**src/hdl/rv32m_params.svh**
```systemverilog
`ifndef RV32M_PARAMS_SVH
`define RV32M_PARAMS_SVH

// ----------------------------------------
// Architectural widths
// ----------------------------------------

// Operand and result word
`define RV32M_XLEN 32

// Destination tag, one per outstanding command
`define RV32M_TAG_W 5

// ----------------------------------------
// Divider
// ----------------------------------------
`define RV32M_DIV_STEPS 32  // One quotient bit per step

`endif

```
**src/hdl/rv32m_pkg.sv**
```systemverilog
`include "rv32m_params.svh"

package rv32m_pkg;

    // Data words and tags
    typedef logic [`RV32M_XLEN-1:0] xlen_t;
    typedef logic [`RV32M_TAG_W-1:0] tag_t;

    // M-extension operation, value equals funct3
    typedef enum logic [2:0] {
        OP_MUL    = 3'd0,
        OP_MULH   = 3'd1,
        OP_MULHSU = 3'd2,
        OP_MULHU  = 3'd3,
        OP_DIV    = 3'd4,
        OP_DIVU   = 3'd5,
        OP_REM    = 3'd6,
        OP_REMU   = 3'd7
    } m_op_e;

    // Multiplier FSM
    typedef enum logic [1:0] {
        MUL_IDLE,
        MUL_EXEC,
        MUL_RET
    } mul_state_e;

    // Divider FSM
    typedef enum logic [1:0] {
        DIV_IDLE,
        DIV_CHECK,
        DIV_EXEC,
        DIV_RET
    } div_state_e;

endpackage

```
**src/hdl/muldiv_if.sv**
```systemverilog
`timescale 1ns/100ps

// ----------------------------------------
// Command channel, router to unit
// ----------------------------------------
interface muldiv_cmd_if;
    import rv32m_pkg::*;

    logic  valid;
    logic  ready;
    m_op_e op;
    xlen_t src1;
    xlen_t src2;
    tag_t  tag;

    modport issuer (
        output valid, op, src1, src2, tag,
        input  ready
    );

    modport unit (
        input  valid, op, src1, src2, tag,
        output ready
    );
endinterface

// ----------------------------------------
// Response channel, unit to router
// ----------------------------------------
interface muldiv_rsp_if;
    import rv32m_pkg::*;

    logic  valid;
    logic  ready;
    tag_t  tag;
    xlen_t result;

    modport source (
        output valid, tag, result,
        input  ready
    );

    modport sink (
        input  valid, tag, result,
        output ready
    );
endinterface

```
**src/hdl/muldiv_router.sv**
```systemverilog
`timescale 1ns/100ps

module muldiv_router (
    input  logic                clk_i,
    input  logic                arst_n_i,
    // Top-level command side
    input  logic                cmd_valid_i,
    output logic                cmd_ready_o,
    input  rv32m_pkg::m_op_e    cmd_op_i,
    input  rv32m_pkg::xlen_t    cmd_src1_i,
    input  rv32m_pkg::xlen_t    cmd_src2_i,
    input  rv32m_pkg::tag_t     cmd_tag_i,
    // Top-level response side
    output logic                rsp_valid_o,
    input  logic                rsp_ready_i,
    output rv32m_pkg::tag_t     rsp_tag_o,
    output rv32m_pkg::xlen_t    rsp_result_o,
    // Unit channels
    muldiv_cmd_if.issuer        mul_cmd,
    muldiv_cmd_if.issuer        div_cmd,
    muldiv_rsp_if.sink          mul_rsp,
    muldiv_rsp_if.sink          div_rsp
);
    import rv32m_pkg::*;

    logic  is_div;       // funct3[2] picks the divider
    logic  slot_load;
    logic  slot_valid_q;
    tag_t  slot_tag_q;
    xlen_t slot_result_q;

    // ----------------------------------------
    // Command steering
    // ----------------------------------------
    assign is_div = cmd_op_i[2];

    assign mul_cmd.valid = cmd_valid_i && !is_div;
    assign mul_cmd.op    = cmd_op_i;
    assign mul_cmd.src1  = cmd_src1_i;
    assign mul_cmd.src2  = cmd_src2_i;
    assign mul_cmd.tag   = cmd_tag_i;

    assign div_cmd.valid = cmd_valid_i && is_div;
    assign div_cmd.op    = cmd_op_i;
    assign div_cmd.src1  = cmd_src1_i;
    assign div_cmd.src2  = cmd_src2_i;
    assign div_cmd.tag   = cmd_tag_i;

    assign cmd_ready_o = is_div ? div_cmd.ready : mul_cmd.ready;

    // ----------------------------------------
    // Response arbitration and output slot
    // ----------------------------------------

    // Slot takes a new entry when empty or draining this cycle
    assign slot_load = !slot_valid_q || rsp_ready_i;

    assign div_rsp.ready = slot_load;
    assign mul_rsp.ready = slot_load && !div_rsp.valid;  // Divider has priority

    always_ff @(posedge clk_i or negedge arst_n_i) begin
        if (!arst_n_i) begin
            slot_valid_q <= 1'b0;
        end else if (slot_load) begin
            slot_valid_q <= div_rsp.valid || mul_rsp.valid;
        end
    end

    always_ff @(posedge clk_i) begin
        if (slot_load) begin
            if (div_rsp.valid) begin
                slot_tag_q    <= div_rsp.tag;
                slot_result_q <= div_rsp.result;
            end else begin
                slot_tag_q    <= mul_rsp.tag;
                slot_result_q <= mul_rsp.result;
            end
        end
    end

    assign rsp_valid_o  = slot_valid_q;
    assign rsp_tag_o    = slot_tag_q;
    assign rsp_result_o = slot_result_q;

    // A held response stays put until the consumer takes it
    a_rsp_hold: assert property (@(posedge clk_i) disable iff (!arst_n_i)
        rsp_valid_o && !rsp_ready_i |=>
            rsp_valid_o && $stable(rsp_tag_o) && $stable(rsp_result_o))
        else $error("router response dropped or changed without a transfer");

endmodule

```
**src/hdl/mul_unit.sv**
```systemverilog
`timescale 1ns/100ps
`include "rv32m_params.svh"

module mul_unit (
    input  logic         clk_i,
    input  logic         arst_n_i,
    muldiv_cmd_if.unit   cmd,
    muldiv_rsp_if.source rsp
);
    import rv32m_pkg::*;

    localparam int MSB = `RV32M_XLEN - 1;

    mul_state_e state;

    logic signed [`RV32M_XLEN:0]     mcand_q;   // Extended by one sign bit
    logic signed [`RV32M_XLEN:0]     mplier_q;
    logic        [2*`RV32M_XLEN-1:0] product_q;
    logic                            is_high_q;
    tag_t                            tag_q;

    logic accept;
    logic src1_signed;
    logic src2_signed;

    // MULH is signed x signed, MULHSU signed x unsigned
    assign src1_signed = (cmd.op == OP_MULH) || (cmd.op == OP_MULHSU);
    assign src2_signed = (cmd.op == OP_MULH);

    assign cmd.ready = (state == MUL_IDLE);
    assign accept    = cmd.valid && cmd.ready;

    // ----------------------------------------
    // FSM
    // ----------------------------------------
    always_ff @(posedge clk_i or negedge arst_n_i) begin
        if (!arst_n_i) begin
            state <= MUL_IDLE;
        end else begin
            case (state)
                MUL_IDLE: if (accept) state <= MUL_EXEC;
                MUL_EXEC: state <= MUL_RET;
                MUL_RET:  if (rsp.ready) state <= MUL_IDLE;
                default:  state <= MUL_IDLE;
            endcase
        end
    end

    // Operand capture and the single multiply cycle
    always_ff @(posedge clk_i) begin
        if (accept) begin
            mcand_q   <= {src1_signed & cmd.src1[MSB], cmd.src1};
            mplier_q  <= {src2_signed & cmd.src2[MSB], cmd.src2};
            is_high_q <= (cmd.op != OP_MUL);
            tag_q     <= cmd.tag;
        end
        if (state == MUL_EXEC) begin
            product_q <= mcand_q * mplier_q;  // Low 64 bits of the 66-bit product
        end
    end

    assign rsp.valid  = (state == MUL_RET);
    assign rsp.tag    = tag_q;
    assign rsp.result = is_high_q ? product_q[2*`RV32M_XLEN-1:`RV32M_XLEN] : product_q[MSB:0];

    a_state_legal: assert property (@(posedge clk_i) disable iff (!arst_n_i)
        state inside {MUL_IDLE, MUL_EXEC, MUL_RET})
        else $error("multiplier state illegal");

    // Captured command stays put until the unit is back in IDLE
    a_busy_hold: assert property (@(posedge clk_i) disable iff (!arst_n_i)
        state != MUL_IDLE |=> $stable(mcand_q) && $stable(mplier_q)
                              && $stable(is_high_q) && $stable(tag_q))
        else $error("multiplier took a command outside IDLE");

endmodule

```
**src/hdl/div_unit.sv**
```systemverilog
`timescale 1ns/100ps
`include "rv32m_params.svh"

module div_unit (
    input  logic         clk_i,
    input  logic         arst_n_i,
    muldiv_cmd_if.unit   cmd,
    muldiv_rsp_if.source rsp
);
    import rv32m_pkg::*;

    localparam int MSB   = `RV32M_XLEN - 1;
    localparam int CNT_W = $clog2(`RV32M_DIV_STEPS);

    div_state_e       state;
    logic [CNT_W-1:0] cntr;

    xlen_t remainder_q;
    xlen_t quotient_q;
    xlen_t divisor_q;
    logic  is_rem_q;
    logic  dvs_neg_q;   // Divisor negative
    logic  quo_neg_q;   // Quotient to be negated in RET
    logic  rem_neg_q;   // Remainder follows the dividend sign
    tag_t  tag_q;

    logic                  accept;
    logic                  signed_op;
    logic                  step_ok;
    logic [`RV32M_XLEN:0]   shifted;
    logic [`RV32M_XLEN+1:0] diff;
    xlen_t                 dvd_mag;
    xlen_t                 dvs_mag;

    assign cmd.ready = (state == DIV_IDLE);
    assign accept    = cmd.valid && cmd.ready;
    assign signed_op = (cmd.op == OP_DIV) || (cmd.op == OP_REM);

    // Magnitudes for the unsigned core
    assign dvd_mag = rem_neg_q ? -remainder_q : remainder_q;
    assign dvs_mag = dvs_neg_q ? -divisor_q : divisor_q;

    // ----------------------------------------
    // One restoring step
    // ----------------------------------------

    // Keep the full 33-bit partial remainder, divisors above 2^31 need it
    assign shifted = {remainder_q, quotient_q[MSB]};
    assign diff    = {1'b0, shifted} - {2'b00, divisor_q};
    assign step_ok = !diff[`RV32M_XLEN+1];  // No borrow, subtract sticks

    // ----------------------------------------
    // FSM and step counter
    // ----------------------------------------
    always_ff @(posedge clk_i or negedge arst_n_i) begin
        if (!arst_n_i) begin
            state <= DIV_IDLE;
            cntr  <= '0;
        end else begin
            case (state)
                DIV_IDLE: if (accept) state <= DIV_CHECK;
                DIV_CHECK: begin
                    cntr <= CNT_W'(`RV32M_DIV_STEPS - 1);
                    if (divisor_q == '0) begin
                        state <= DIV_RET;  // Divide by zero skips EXEC
                    end else begin
                        state <= DIV_EXEC;
                    end
                end
                DIV_EXEC: begin
                    cntr <= cntr - 1'b1;
                    if (cntr == '0) state <= DIV_RET;
                end
                DIV_RET: if (rsp.ready) state <= DIV_IDLE;
                default: state <= DIV_IDLE;
            endcase
        end
    end

    // Datapath
    always_ff @(posedge clk_i) begin
        case (state)
            DIV_IDLE: begin
                if (accept) begin
                    is_rem_q    <= cmd.op[1];  // REM, REMU
                    dvs_neg_q   <= signed_op & cmd.src2[MSB];
                    quo_neg_q   <= signed_op & (cmd.src1[MSB] ^ cmd.src2[MSB]);
                    rem_neg_q   <= signed_op & cmd.src1[MSB];
                    divisor_q   <= cmd.src2;
                    remainder_q <= cmd.src1;
                    quotient_q  <= '0;
                    tag_q       <= cmd.tag;
                end
            end
            DIV_CHECK: begin
                if (divisor_q == '0) begin
                    // All-ones quotient, raw dividend as remainder
                    quo_neg_q  <= 1'b0;
                    rem_neg_q  <= 1'b0;
                    quotient_q <= '1;
                end else begin
                    divisor_q   <= dvs_mag;
                    remainder_q <= '0;
                    quotient_q  <= dvd_mag;  // Shifted out MSB first
                end
            end
            DIV_EXEC: begin
                if (step_ok) begin
                    remainder_q <= diff[MSB:0];
                    quotient_q  <= {quotient_q[MSB-1:0], 1'b1};
                end else begin
                    remainder_q <= shifted[MSB:0];
                    quotient_q  <= {quotient_q[MSB-1:0], 1'b0};
                end
            end
            default: ;  // RET holds the payload
        endcase
    end

    assign rsp.valid  = (state == DIV_RET);
    assign rsp.tag    = tag_q;
    assign rsp.result = is_rem_q ? (rem_neg_q ? -remainder_q : remainder_q)
                                 : (quo_neg_q ? -quotient_q : quotient_q);

    // Counter moves only when loaded in CHECK or stepping in EXEC
    a_cntr_hold: assert property (@(posedge clk_i) disable iff (!arst_n_i)
        !(state inside {DIV_CHECK, DIV_EXEC}) |=> $stable(cntr))
        else $error("divider step counter moved outside EXEC");

    a_rsp_stable: assert property (@(posedge clk_i) disable iff (!arst_n_i)
        rsp.valid && !rsp.ready |=> rsp.valid && $stable(rsp.result) && $stable(rsp.tag))
        else $error("divider response changed while held");

endmodule

```
**src/hdl/rv32m_unit.sv**
```systemverilog
`timescale 1ns/100ps

module rv32m_unit (
    input  logic             clk_i,
    input  logic             arst_n_i,
    // Command
    input  logic             cmd_valid_i,
    output logic             cmd_ready_o,
    input  rv32m_pkg::m_op_e cmd_op_i,
    input  rv32m_pkg::xlen_t cmd_src1_i,
    input  rv32m_pkg::xlen_t cmd_src2_i,
    input  rv32m_pkg::tag_t  cmd_tag_i,
    // Response
    output logic             rsp_valid_o,
    input  logic             rsp_ready_i,
    output rv32m_pkg::tag_t  rsp_tag_o,
    output rv32m_pkg::xlen_t rsp_result_o
);

    // ----------------------------------------
    // Internal channels
    // ----------------------------------------
    muldiv_cmd_if mul_cmd_bus ();
    muldiv_cmd_if div_cmd_bus ();
    muldiv_rsp_if mul_rsp_bus ();
    muldiv_rsp_if div_rsp_bus ();

    muldiv_router u_router (
        .clk_i        (clk_i),
        .arst_n_i     (arst_n_i),
        .cmd_valid_i  (cmd_valid_i),
        .cmd_ready_o  (cmd_ready_o),
        .cmd_op_i     (cmd_op_i),
        .cmd_src1_i   (cmd_src1_i),
        .cmd_src2_i   (cmd_src2_i),
        .cmd_tag_i    (cmd_tag_i),
        .rsp_valid_o  (rsp_valid_o),
        .rsp_ready_i  (rsp_ready_i),
        .rsp_tag_o    (rsp_tag_o),
        .rsp_result_o (rsp_result_o),
        .mul_cmd      (mul_cmd_bus),
        .div_cmd      (div_cmd_bus),
        .mul_rsp      (mul_rsp_bus),
        .div_rsp      (div_rsp_bus)
    );

    // Both units run concurrently
    mul_unit u_mul (
        .clk_i    (clk_i),
        .arst_n_i (arst_n_i),
        .cmd      (mul_cmd_bus),
        .rsp      (mul_rsp_bus)
    );

    div_unit u_div (
        .clk_i    (clk_i),
        .arst_n_i (arst_n_i),
        .cmd      (div_cmd_bus),
        .rsp      (div_rsp_bus)
    );

endmodule

```
**config.mk**
```make
export PLATFORM = sky130hd
export DESIGN_NAME = rv32m_unit
export DESIGN_NICKNAME = d
export VERILOG_FILES = /design/src/hdl/rv32m_pkg.sv /design/src/hdl/muldiv_if.sv /design/src/hdl/muldiv_router.sv /design/src/hdl/mul_unit.sv /design/src/hdl/div_unit.sv /design/src/hdl/rv32m_unit.sv
export VERILOG_INCLUDE_DIRS = /design/src /design/src/hdl
export SDC_FILE = /design/constraint.sdc
export NUM_CORES = 2
export LEC_CHECK = 0
export BUFFER_PORTS_ARGS = -buffer_cell sky130_fd_sc_hd__clkbuf_2
export CAP_MARGIN = 20
export CORE_ASPECT_RATIO = 0.7
export CORE_MARGIN = 1
export CORE_UTILIZATION = 55
export DETAILED_ROUTE_END_ITERATION = 16
export PLACE_DENSITY = 0.78
export SLEW_MARGIN = 20
export SYNTH_ARGS = -nofsm -noshare
export SYNTH_HDL_FRONTEND = slang
export SYNTH_SLANG_ARGS = --single-unit
```
**constraint.sdc**
```tcl
create_clock -name clk_i -period 12.42 [get_ports clk_i]
set_clock_uncertainty 0.2 [all_clocks]
set_input_delay 0.621 -clock clk_i [delete_from_list [all_inputs] [get_ports clk_i]]
set_output_delay 0.621 -clock clk_i [all_outputs]
set_load 0.1 [all_outputs]
```
==> impl_metrics.env <==
export IMPL_ys_warn_count=0
export IMPL_synth_area_mm2=0.05289
export IMPL_tritoncts="yes"
export IMPL_drc=0
export IMPL_first_pass_iters=6
export IMPL_maxSlewViolCount=0
export IMPL_dieArea_mm2=0.09742
export IMPL_first_iter_violations=4423
export IMPL_synth_edff_count=278
export IMPL_clkTransAtPathRegs_ns=0.07
export IMPL_setup_violations=0
export IMPL_crit_slowest_cell="edfxtp_1"
export IMPL_slew_headroom_pct=20.95
export IMPL_ant_nets=0
export IMPL_rsz0062_at_grt="no"
export IMPL_cpPeakStageDelay_ns=0.84
export IMPL_synth_seq_cells=288
export IMPL_grt_pass1_wl_um=239300
export IMPL_synth_xor_area_share_pct=3.080
export IMPL_startpoint_type="flop"
export IMPL_clock_latency_ns=0.59
export IMPL_start_util_pct=55.93
export IMPL_wirelength_um=152200
export IMPL_synth_compound_area_share_pct=6.035
export IMPL_grt_usage_pct=32.25
export IMPL_met3WireLength_um=20260
export IMPL_critPathCaptureType="flop"
export IMPL_max_cap_viol_count=0
export IMPL_viasPerCell=5.827
export IMPL_setup_worst_path_start="u_mul.mplier_q[0]"
export IMPL_whs_path_depth=1
export IMPL_die_w_um=372.6
export IMPL_arrival_ns=10.24
export IMPL_hold_viol=0
export IMPL_wl_per_cell_um=23.04
export IMPL_layout_nets=6788
export IMPL_netlist_top_cells_area="fa_1 43%, edfxtp_1 16%, inv_1 8.2%"
export IMPL_core_area_mm2=0.09456
export IMPL_ys_top_cells_by_count="1,157 x inv_1, 1,126 x fa_1, 661 x nand2_1"
export IMPL_ys_types=77
export IMPL_cts_sinks=288
export IMPL_crit_type="flop to flop"
export IMPL_via_count=38490
export IMPL_synth_mux_area_share_pct=1.531
export IMPL_tns_ns=0
export IMPL_hp_class="input port to flop"
export IMPL_fin_crit_sh_pct=81.52
export IMPL_hold_start="cmd_src2_i[28]"
export IMPL_tightest_slew_ns=1.186
export IMPL_cts_setup_buffers=0
export IMPL_num_io_pins=115
export IMPL_yosysMostFrequentCell="inv_1"
export IMPL_synth_nets=6812
export IMPL_wirelength_met1_um=61940
export IMPL_synthAdderAreaFrac_pct=48.61
export IMPL_yosys_area_share_simple_pct=14.43
export IMPL_wl_met2_um=65360
export IMPL_fmax_mhz=98.77
export IMPL_area_growth_pct=5.387
export IMPL_syn_area_per_cell_um2=9.872
export IMPL_port_buffers=114
export IMPL_numCtsBuffers=28
export IMPL_crit_top_cell="fa_1"
export IMPL_grt_pass1_vias=40642
export IMPL_critPathRequiredTime_ns=12.54
export IMPL_clk_root_buffer_cell="clkbuf_16"
export IMPL_grt_antenna_before_repair=8
export IMPL_period_minus_slack_ns=10.12
export IMPL_crit_fanout=33
export IMPL_synth_async_sr_flop_share_pct=3.472
export IMPL_htree_levels=1
export IMPL_drive_gt1_share_pct=5.642
export IMPL_outcome="finished, final reports clean"
export IMPL_cts_buffer_depth=3
export IMPL_highest_layer="met5"
export IMPL_synth_top_area_cell="fa_1"
export IMPL_ys_flop_type="edfxtp_1"
export IMPL_fill_cells=7852
export IMPL_yosysTopAreaCellShare_pct=42.62
export IMPL_die_y_um=261.4
export IMPL_syn_inst=5357
export IMPL_r2r_cells=28
export IMPL_overflow=0
export IMPL_dp_final_hpwl_um=118700
export IMPL_yosysSeqAreaShare_pct=16.26
export IMPL_gp_congestion=1.002
export IMPL_grt_max_degree=73
export IMPL_rows=94
export IMPL_synth_top_family_by_area="adder cells"
export IMPL_r2r_start="u_mul.mplier_q[0]"
==> logic make-up after synthesis <==
group | count (synthesis)
compound gates | 486
xor+xnor | 186
fa+ha+maj | 1379
buf+inv | 1417
flops | 288
mux | 77
simple gates | 1524
==> critical path, delay by kind of cell, from the launching register on <==
| kind | cells | cell delay [ns] |
|---|---|---|
| adders and majority gates | 9 | 4.62 |
| buffers and inverters | 8 | 0.70 |
| xor gates and xnor gates | 1 | 0.16 |
| AOI/OAI and AO/OA | 6 | 2.04 |
| and+or+nand+nor | 4 | 1.29 |
| DFF | 1 | 0.84 |
==> cells in the final DEF (no fill, tap or decap), types with 29 or more instances in the layout <==
cell type / synthesis / layout
a21oi_1: 109 / 107
clkbuf_16: 0 / 29
buf_4: 0 / 87
nor2b_1: 39 / 38
a21o_1: 58 / 58
and2_1: 544 / 544
o21ai_0: 119 / 119
clkbuf_2: 0 / 114
nand2b_1: 30 / 30
xor2_1: 53 / 53
mux2i_1: 46 / 46
edfxtp_1: 278 / 278
nand2_1: 661 / 661
mux2_2: 31 / 31
nand3_1: 32 / 32
xnor2_1: 133 / 133
fa_1: 1126 / 1126
nor2_1: 105 / 105
inv_1: 1157 / 1157
ha_1: 253 / 251
==> sequential cells by signal (all words and copies together) (netlist names), 5 cells and up <==
name,cells
u_router.rsp_result_o,32
u_mul.product_q,64
u_router.rsp_tag_o,5
u_div.quotient_q,32
u_div.cntr,5
u_mul.mcand_q,33
u_div.rsp.tag,5
u_mul.rsp.tag,5
u_div.divisor_q,32
u_div.remainder_q,32
u_mul.mplier_q,33
==> worst paths after layout <==
| check | end | slack [ns] |
|---|---|---|
| worst max-delay path | u_mul.product_q[63] | 2.30 |
| worst min-delay path | u_mul.mplier_q[28] | 0.02 |
| worst max register to register | u_mul.product_q[63] | 2.30 |
| worst min register to register | u_div.cntr[3] | 0.28 |
| max in group asynchronous | u_div.state[1] | 11.54 |
| min in group asynchronous | u_div.cntr[1] | 0.26 |
==> cell type report <==
cell class | instances | area, µm² | area share [%]
Multi-Input combinational cell | 3652 | 39020 | 70.01
Timing Repair Buffer | 205 | 1291 | 2.317
Antenna cell | 5 | 12.51 | 0.02245
Clock inverter | 15 | 156.4 | 0.2806
Clock buffer | 35 | 748.2 | 1.342
Sequential cell | 288 | 8598 | 15.43
Tap cell | 1248 | 1562 | 2.802
Inverter | 1158 | 4347 | 7.799
==> stage by stage <==
step | setup slack (ns) | cells | hold WS (ns) | utilization, % | area, µm²
after floorplan | 3.210 | 5357 | 0.1254 | - | 52890
after global placement | 2.824 | 6547 | 0.2775 | 57.90 | 54750
after detailed placement | 2.559 | 6547 | 0.2776 | 57.90 | 54750
after CTS | 2.472 | 6598 | 0.006791 | 58.87 | 55660
after global routing | 1.852 | 6601 | 0.01637 | 58.93 | 55720
final | 2.295 | 6606 | 0.02498 | 58.94 | 55730
==> per-layer routing <==
layer	vias to the layer above	track usage (%)
met5	-	0
met2	2385	48.08
li1	16189	-
met3	306	8.058
met4	8	8.999
met1	19602	47.06
==> repair_timing <==
action	CTS	global route
endpoints found under the hold margin	10	0
hold buffers	1	0
resized for setup	0	0
Power is not shown: default switching activity piles up to over one toggle a cycle in this logic, so the estimate is an artifact.
